==> config.mk <==
export PLATFORM = sky130hd
export DESIGN_NAME = ntm_scalar_product
export DESIGN_NICKNAME = d
export VERILOG_FILES = /design/src/logic/ntm_ctrl_pkg.sv /design/src/logic/ntm_math_pkg.sv /design/src/logic/ntm_scalar_product.sv /design/src/logic/ntm_scalar_multiplier.sv
export SDC_FILE = /design/constraint.sdc
export NUM_CORES = 1
export LEC_CHECK = 0
export ABC_AREA = 1
export BUFFER_PORTS_ARGS = -buffer_cell sky130_fd_sc_hd__buf_2
export CORE_MARGIN = 2
export CORE_UTILIZATION = 55
export DETAILED_ROUTE_END_ITERATION = 16
export GPL_TIMING_DRIVEN = 0
export PLACE_DENSITY_LB_ADDON = 0.25
export SYNTH_ARGS = -nofsm -noshare
export SYNTH_HDL_FRONTEND = slang
export SYNTH_SLANG_ARGS = --single-unit
==> constraint.sdc <==
create_clock -name CLK -period 4.7 [get_ports CLK]
set_clock_uncertainty 0.2 [all_clocks]
set_input_delay 0.47 -clock CLK [delete_from_list [all_inputs] [get_ports CLK]]
set_output_delay 0.47 -clock CLK [all_outputs]
set_load 0.02 [all_outputs]
==> src/logic/ntm_ctrl_pkg.sv <==
// Control side of the dot-product engine
// Vector length and sequencer states
package ntm_ctrl_pkg;

  ////////////////////
  // Lengths
  ////////////////////

  // Vector length, also used as element index
  localparam int LEN_W = 8;

  typedef logic [LEN_W-1:0] ntm_len_t;

  ////////////////////
  // Sequencer
  ////////////////////

  // IDLE        waiting for START
  // COLLECT     filling the operand pair
  // MULTIPLY    multiplier busy
  // ACCUMULATE  sum shown, pair released
  typedef enum logic [1:0] {
    IDLE       = 2'd0,
    COLLECT    = 2'd1,
    MULTIPLY   = 2'd2,
    ACCUMULATE = 2'd3
  } ntm_sp_state_t;

endpackage

==> src/logic/ntm_math_pkg.sv <==
// Arithmetic side of the dot-product engine
// Element width, operand pairing and multiplier timing
package ntm_math_pkg;

  ////////////////////
  // Widths
  ////////////////////

  // One vector element, one product, one running sum
  localparam int DATA_W = 32;

  typedef logic [DATA_W-1:0] ntm_data_t;

  // One element pair as handed to the multiplier
  // a sits in the upper half, b in the lower
  typedef struct packed {
    ntm_data_t a;
    ntm_data_t b;
  } ntm_operands_t;

  ////////////////////
  // Multiplier timing
  ////////////////////

  // Shift-add retires one multiplier bit per cycle
  localparam int MUL_CYCLES = DATA_W;

  // Iteration counter width
  localparam int MUL_CNT_W = $clog2(MUL_CYCLES);

endpackage
==> src/logic/ntm_scalar_product.sv <==
`timescale 1ns/10ps

// Streaming dot product
// DATA_OUT = sum of DATA_A_IN * DATA_B_IN over LENGTH_IN elements
module ntm_scalar_product (
  input  logic                    CLK,
  input  logic                    RST,

  // Control
  input  logic                    START,
  output logic                    READY,

  input  logic                    DATA_A_IN_ENABLE,
  input  logic                    DATA_B_IN_ENABLE,
  output logic                    DATA_OUT_ENABLE,

  // Data
  input  ntm_ctrl_pkg::ntm_len_t  LENGTH_IN,
  input  ntm_math_pkg::ntm_data_t DATA_A_IN,
  input  ntm_math_pkg::ntm_data_t DATA_B_IN,
  output ntm_math_pkg::ntm_data_t DATA_OUT
);

  import ntm_math_pkg::*;
  import ntm_ctrl_pkg::*;

  ////////////////////
  // Signals
  ////////////////////

  // Sequencer
  ntm_sp_state_t state;

  // Vector length, latched at START
  ntm_len_t len_q;
  // Elements already accumulated
  ntm_len_t idx;
  ntm_len_t idx_next;

  // Operand pair and fill flags
  ntm_operands_t mul_operands;
  logic          a_full;
  logic          b_full;
  logic          a_take;
  logic          b_take;

  // Multiplier handshake
  logic      mul_start;
  logic      mul_ready;
  ntm_data_t mul_data;

  ////////////////////
  // Operand capture
  ////////////////////

  // Strobe counts only for an empty half while collecting
  // a repeat strobe on a held half is simply dropped
  assign a_take = (state == COLLECT) && DATA_A_IN_ENABLE && !a_full;
  assign b_take = (state == COLLECT) && DATA_B_IN_ENABLE && !b_full;

  always_ff @(posedge CLK) begin
    if (a_take) begin
      mul_operands.a <= DATA_A_IN;
    end
    if (b_take) begin
      mul_operands.b <= DATA_B_IN;
    end
  end

  // Kick the multiplier the cycle after the pair completes
  assign mul_start = (state == COLLECT) && a_full && b_full;

  assign idx_next = idx + 1'b1;

  ////////////////////
  // Sequencer
  ////////////////////

  always_ff @(posedge CLK or posedge RST) begin
    if (RST) begin
      state           <= IDLE;
      len_q           <= '0;
      idx             <= '0;
      a_full          <= 1'b0;
      b_full          <= 1'b0;
      DATA_OUT        <= '0;
      DATA_OUT_ENABLE <= 1'b0;
      READY           <= 1'b0;
    end else begin
      // Pulses by default
      READY           <= 1'b0;
      DATA_OUT_ENABLE <= 1'b0;

      // Fill flags follow the capture above
      if (a_take) begin
        a_full <= 1'b1;
      end
      if (b_take) begin
        b_full <= 1'b1;
      end

      case (state)
        IDLE: begin
          // START ignored anywhere else
          if (START) begin
            len_q    <= LENGTH_IN;
            idx      <= '0;
            DATA_OUT <= '0;
            // Empty vector finishes at once
            if (LENGTH_IN == '0) begin
              READY <= 1'b1;
            end else begin
              state <= COLLECT;
            end
          end
        end

        COLLECT: begin
          // mul_start is high this cycle
          if (mul_start) begin
            state <= MULTIPLY;
          end
        end

        MULTIPLY: begin
          // Sum registered on the edge the product arrives
          if (mul_ready) begin
            DATA_OUT        <= DATA_OUT + mul_data;
            DATA_OUT_ENABLE <= 1'b1;
            idx             <= idx_next;
            // Last element, READY rides with the final sum
            READY           <= (idx_next == len_q);
            state           <= ACCUMULATE;
          end
        end

        ACCUMULATE: begin
          // Release the pair for the next element
          a_full <= 1'b0;
          b_full <= 1'b0;
          if (idx == len_q) begin
            state <= IDLE;
          end else begin
            state <= COLLECT;
          end
        end

        default: begin
          state <= IDLE;
        end
      endcase
    end
  end

  ////////////////////
  // Multiplier
  ////////////////////

  ntm_scalar_multiplier multiplier_i (
    .CLK      (CLK),
    .RST      (RST),

    .START    (mul_start),
    .READY    (mul_ready),

    .OPERANDS (mul_operands),
    .DATA_OUT (mul_data)
  );

endmodule

==> src/logic/ntm_scalar_multiplier.sv <==
`timescale 1ns/10ps

// Sequential shift-add multiplier, unsigned
// Keeps the low DATA_W bits of the product
module ntm_scalar_multiplier (
  input  logic                       CLK,
  input  logic                       RST,

  // Control
  input  logic                       START,
  output logic                       READY,

  // Data
  input  ntm_math_pkg::ntm_operands_t OPERANDS,
  output ntm_math_pkg::ntm_data_t     DATA_OUT
);

  import ntm_math_pkg::*;

  ////////////////////
  // Signals
  ////////////////////

  // Shifted copy of operand a
  ntm_data_t mcand;
  // Remaining bits of operand b, LSB first
  ntm_data_t mplier;
  // Partial product
  ntm_data_t acc;

  // Iterations done so far
  logic [MUL_CNT_W-1:0] cnt;
  logic                 busy;

  ////////////////////
  // Datapath
  ////////////////////

  // Bit 0 of b is handled on the START edge itself,
  // so 31 further edges finish the job and READY
  // lands exactly MUL_CYCLES cycles after START
  always_ff @(posedge CLK) begin
    if (START) begin
      acc    <= OPERANDS.b[0] ? OPERANDS.a : '0;
      mcand  <= {OPERANDS.a[DATA_W-2:0], 1'b0};
      mplier <= {1'b0, OPERANDS.b[DATA_W-1:1]};
    end else if (busy) begin
      // Add shifted multiplicand for a set bit
      if (mplier[0]) begin
        acc <= acc + mcand;
      end
      mcand  <= {mcand[DATA_W-2:0], 1'b0};
      mplier <= {1'b0, mplier[DATA_W-1:1]};
    end
  end

  ////////////////////
  // Control
  ////////////////////

  always_ff @(posedge CLK or posedge RST) begin
    if (RST) begin
      busy  <= 1'b0;
      cnt   <= '0;
      READY <= 1'b0;
    end else begin
      // Single-cycle pulse
      READY <= 1'b0;
      if (START) begin
        busy <= 1'b1;
        cnt  <= MUL_CNT_W'(1);
      end else if (busy) begin
        cnt <= cnt + 1'b1;
        // Last bit retired on this edge
        if (cnt == MUL_CNT_W'(MUL_CYCLES - 1)) begin
          busy  <= 1'b0;
          READY <= 1'b1;
        end
      end
    end
  end

  // Product stays put until the next START
  assign DATA_OUT = acc;

endmodule

# After elaboration in Yosys (flattened, before gate mapping)
# Cells that the tools add are included.
dict set report totals {
  ff_bits 219
  output_inout_bits 34
  elab_cells 87
}
dict set report classes {
  addsub 4
  eq_ne 10
  mux 38
  n_reduce_logical 19
}
# op count
set op_table {}
lappend op_table {{$mux 32} 8}
lappend op_table {{$add 32x32->32} 2}
lappend op_table {{$pmux 32 s2} 1}
lappend op_table {{$mux 31} 2}
lappend op_table {{$eq 8x8->1} 2}
lappend op_table {{$mux 1} 16}
lappend op_table {{$mux 8} 2}
lappend op_table {{$pmux 8 s2} 1}
lappend op_table {{$mux 5} 2}
lappend op_table {{$reduce_bool 2->1} 5}
lappend op_table {{$add 8x1->8 const B} 1}
lappend op_table {{$logic_not 8->1} 1}
lappend op_table {{$mux 2} 4}
lappend op_table {{$pmux 2 s4} 1}
lappend op_table {{$logic_and 1x1->1} 6}
lappend op_table {{$ne 2x2->1 const B} 3}
lappend op_table {{$add 5x1->5 const B} 1}
lappend op_table {{$eq 5x5->1 const B} 1}
lappend op_table {{$eq 2x2->1 const B} 2}
lappend op_table {{$reduce_and 2->1} 2}
lappend op_table {{$reduce_and 4->1} 1}
lappend op_table {{$reduce_and 3->1} 1}
lappend op_table {{$eq 2x1->1 const B} 1}
lappend op_table {{$logic_not 1->1} 2}
lappend op_table {{3 further kinds} 3}

# Logic depth before layout (Yosys ltp)
dict set report depth {
  depth_word 5
  ltp_mapped 14
  ltp_nobuf 14
}

# Hierarchy
# Synthesis repeated with hierarchy kept, for this count alone.
dict set report hier_totals {
  cells_unflattened 1732
  hier_area_um2 13295.3
}
# module n_inst cells_each area_each_um2 seq_area_each_um2
set modules_own_cells {}
lappend modules_own_cells {ntm_scalar_product 1 845 6756.5 3273.1}
lappend modules_own_cells {ntm_scalar_multiplier 1 887 6538.8 2997.9}

# Worst setup path before layout
# OpenSTA, ideal clock, no wires.
dict set report synth_timing {
  path_kind {flip-flop to flip-flop}
  from {register state[1]}
  to {register multiplier_i.mcand[10], enable pin}
  setup_ps 423
  arrival_time_ps 2226
  path_slack_ps 1850
  stages_incl_launch_ff 5
  period_less_slack_ps 2850
  cell_sequence {dfrtp_1 > inv_1 > ha_1 > nand3_2 > nand2_1}
}
dict set report synth_via {
  elab_chain_len 4
}
# item line_no
set synth_rtl {}
lappend synth_rtl {{from (decl)} ntm_scalar_product.sv:32} ;# ntm_sp_state_t state;
lappend synth_rtl {{from (signal assigned)} ntm_scalar_product.sv:81} ;# state <= IDLE;
lappend synth_rtl {{from (signal assigned)} ntm_scalar_product.sv:113} ;# state <= COLLECT;
lappend synth_rtl {{from (signal assigned)} ntm_scalar_product.sv:121} ;# state <= MULTIPLY;
lappend synth_rtl {{$eq 2x1->1} ntm_scalar_product.sv:71} ;# assign mul_start = (state == COLLECT) && a_full && b_full;
lappend synth_rtl {{$logic_and 1x1->1 (2 in a row)} ntm_scalar_product.sv:71}
lappend synth_rtl {{$reduce_bool 2->1 (no source line)} -}
lappend synth_rtl {{to (signal assigned)} ntm_scalar_multiplier.sv:45} ;# mcand <= {OPERANDS.a[DATA_W-2:0], 1'b0};
lappend synth_rtl {{to (signal assigned)} ntm_scalar_multiplier.sv:52} ;# mcand <= {mcand[DATA_W-2:0], 1'b0};
lappend synth_rtl {{to (decl)} ntm_scalar_multiplier.sv:25} ;# ntm_data_t mcand;
# No other way between the ends.
# A chain may end at the register's enable or synchronous reset.

# Worst setup path in the final report
dict set report layout_timing {
  from {register state[1]}
  to {register multiplier_i.acc[27] (netlist: multiplier_i.DATA_OUT[27]), enable pin}
}
dict set report layout_via {
  elab_chain_len 5
  word_cells_on_any_way 6
}
# item line_no
set layout_rtl {}
lappend layout_rtl {{$eq 2x1->1 (*)} ntm_scalar_product.sv:71}
lappend layout_rtl {{$logic_and 1x1->1 (*) (2 in a row)} ntm_scalar_product.sv:71}
lappend layout_rtl {{$reduce_bool 2->1 (no source line)} -}
lappend layout_rtl {{$reduce_and 2->1 (no source line) (*)} -}
lappend layout_rtl {{to (signal assigned)} ntm_scalar_multiplier.sv:44} ;# acc <= OPERANDS.b[0] ? OPERANDS.a : '0;
lappend layout_rtl {{to (signal assigned)} ntm_scalar_multiplier.sv:50} ;# acc <= acc + mcand;
lappend layout_rtl {{to (decl)} ntm_scalar_multiplier.sv:29} ;# ntm_data_t acc;
# Every way passes the cells marked *; elsewhere a longest branch is shown, timed or not.

==> impl_metrics.tcl <==
set metrics [dict create \
    status "finished, final reports clean" \
    leakage_uw 0.00817 \
    crit_path_end_kind "flop" \
    final_nets 2083 \
    place_congestion 0.998 \
    synth_mux_area_share_pct 0.254 \
    cts_resized 0 \
    drtIter0Drc 845 \
    ant_nets 0 \
    slew_headroom_pct 38.7 \
    die_h_um 159 \
    netlist.area_leader.share_pct 35.7 \
    ir_drop_v 0.000382 \
    track_usage_pct 27.3 \
    clkTransAtPathRegs_ns 0.06 \
    cts_tree "yes" \
    yosysTopAreaCell "edfxtp_1" \
    synth-simple-area-share_pct 30.0 \
    antenna_cells 0 \
    yosysMostFrequentCell "nand2_1" \
    die_area_mm2 0.0254 \
    cts_buffers 24 \
    synth.avg_cell_area_um2 7.69 \
    drc_errors 0 \
    synth_compound_area_share_pct 5.54 \
    ys.flop_type "edfxtp_1" \
    hold_viol_final 0 \
    synthAdderAreaFrac_pct 6.70 \
    synth_top_family_by_area "simple AND/OR/NAND/NOR gates" \
    ioPinCount 111 \
    dieWidth_um 159 \
    grt_pass1_wl_mm 55.5 \
    synth_xor_area_share_pct 1.45 \
    start_kind "flop" \
    rsz0062_at_grt "no" \
    fin_crit_ns 3.19 \
    min_path_type "primary input to flop" \
    cp.arrival_ns 3.06 \
    cts_sinks 219 \
    post-place-ws_ns 1.47 \
    grt_max_degree 66 \
    first_global_vias 11100 \
    synth_commonest_cells "nand2_1, inv_1, edfxtp_1" \
    area_growth_syn_to_layout_pct 18.3 \
    gr-total-overflow 0 \
    layout.cells.non_filler 2271 \
    rows 56 \
    wire_per_inst_um 15.2 \
    insertion_delay_ns 0.53 \
    place_inst 2161 \
    num_vias 11700 \
    ys_warn_count 0 \
    synth_edf_count 158 \
    drive_gt1_share_pct 10.4 \
    synth_area_mm2 0.0133 \
    drt_pass1_iterations 6 \
    synthArstFlopShare_pct 27.9 \
    setup_ws_ns 1.51 \
    vias_per_cell 5.14 \
    path_class "flop to flop" \
    cp_max_fo 31 \
    ys_top_cells_by_area "edfxtp_1, nand2_1, dfrtp_1" \
    synth_nets 1877 \
    cp_data_required_time_ns 4.57 \
    fin_setup_tns_ns 0 \
    drt-total-wl_mm 34.4 \
    ys_types 49 \
    root_buffer "clkbuf_16" \
    max_freq_ghz 0.313 \
    powerDensity_mw_per_mm2 659 \
    setup_viol 0 \
    worst_pin_slew_ns 0.917 \
    finalCritPeriodShare_pct 67.9 \
    dpl.hpwl_mm 25.2 \
    start_util_pct 56.3 \
    yosysSeqAreaShare_pct 47.2 \
    clock_path_buffers 3 \
    netlist_instances 1730 \
    coreArea_mm2 0.0236 \
    drv_cap 0 \
    finalMaxSlewViolations 0 \
    htreeDepth 1 \
    antenna_found_initial 0 \
    p_total_uw 10400 \
    io_buffers 110 \
    synth.ff_latch_count 219 \
]
## repair_timing
action                                  4_1_cts  5_1_grt
hold endpoints to repair                     88        0
endpoints found under the setup margin        0        0
hold buffers                                 68        0
setup buffers                                 0        0
## worst paths after layout
| path | slack (ns) | endpoint | start | cells after the start |
|---|---|---|---|---|
| worst max-delay path | 1.51 | multiplier_i.DATA_OUT[27]$_DFFE_PP_ | state[1]$_DFFE_PP0P_ | 6 |
| worst min-delay path | 0.02 | len_q[7]$_DFFE_PP0P_ | LENGTH_IN[7] | 3 |
| worst max register to register | 1.51 | multiplier_i.DATA_OUT[27]$_DFFE_PP_ | state[1]$_DFFE_PP0P_ | 6 |
| worst min register to register | 0.26 | multiplier_i.cnt[3]$_DFFE_PP0P_ | multiplier_i.cnt[3]$_DFFE_PP0P_ | 1 |
| max in group asynchronous | 3.33 | len_q[1]$_DFFE_PP0P_ | RST | 4 |
| min in group asynchronous | 0.34 | multiplier_i.cnt[0]$_DFFE_PP0P_ | RST | 3 |
## report_power, final
group          leakage (µW)  switching (µW)  internal, µW
sequential          0.00233             442          3080
clock              0.000359             751          1020
combinational       0.00548            3310          1760
total               0.00817            4500          5860
## critical path: stages (launching register included)
cell and delay [ns]:
dfrtp_1 0.39, inv_1 0.10, ha_1 0.24, nand3_2 0.23, buf_2 0.33, clkbuf_1 0.55
nand2_2 0.69
## cells by family (layout without fill, tap and decap cells)
family	Yosys count	after routing
adder cells (fa/ha/maj)	70	70
AO/OA/AOI/OAI	128	128
AND/OR/NAND/NOR	986	986
XOR/XNOR	22	22
buffers and inverters	302	524
multiplexers	3	3
flip-flops	219	219
## layout make-up
type	count	area (µm²)
Buffer	28	148
Clock buffer	34	648
Clock inverter	8	95.1
Fill cell	2011	7880
Inverter	274	1030
Multi-Input combinational cell	1209	5870
Sequential cell	219	6270
Tap cell	319	399
Timing Repair Buffer	180	1270
## routing by layer
layer  track usage [%]  share of wire [%]
met5                 0                  0
met2              46.4                 47
met1              37.2                 44
met3              3.31                7.0
met4              6.98                2.3
## flip-flops by register name, indices dropped and copies added (netlist names)
signal                 cells
mul_operands              64
DATA_OUT                  32
multiplier_i.DATA_OUT     32
multiplier_i.mcand        31
multiplier_i.mplier       31
idx                        8
len_q                      8
multiplier_i.cnt           5
state                      2
DATA_OUT_ENABLE            1
READY                      1
a_full                     1
b_full                     1
multiplier_i.READY         1
multiplier_i.busy          1
## per-stage QoR
step	util (%)	hold slack, ns	instance area [µm²]
after floorplan	-	0.234	13300
after global placement	60.3	0.257	14200
after detailed placement	60.6	0.256	14300
after CTS	66.6	0.0103	15700
after global routing	66.6	0.0307	15700
final	66.6	0.0177	15700
## cells in the final DEF (no fill, tap or decap), types with 8 or more instances in the layout
cell type	Yosys	final
o22ai_1	9	9
nand3_1	104	104
nand2_2	9	10
clkbuf_1	14	23
xor2_1	8	8
nor3_1	12	12
inv_1	262	261
o21ai_0	27	27
inv_2	10	11
ha_1	68	68
o21ai_1	18	18
nand2_1	730	728
buf_2	7	117
edfxtp_1	158	158
xnor2_1	14	14
clkbuf_16	0	24
nor2_1	94	92
a21oi_1	52	52
dlygate4sd3_1	0	68
dfrtp_1	61	61
Note: power is estimated with default switching activity, not from simulation.
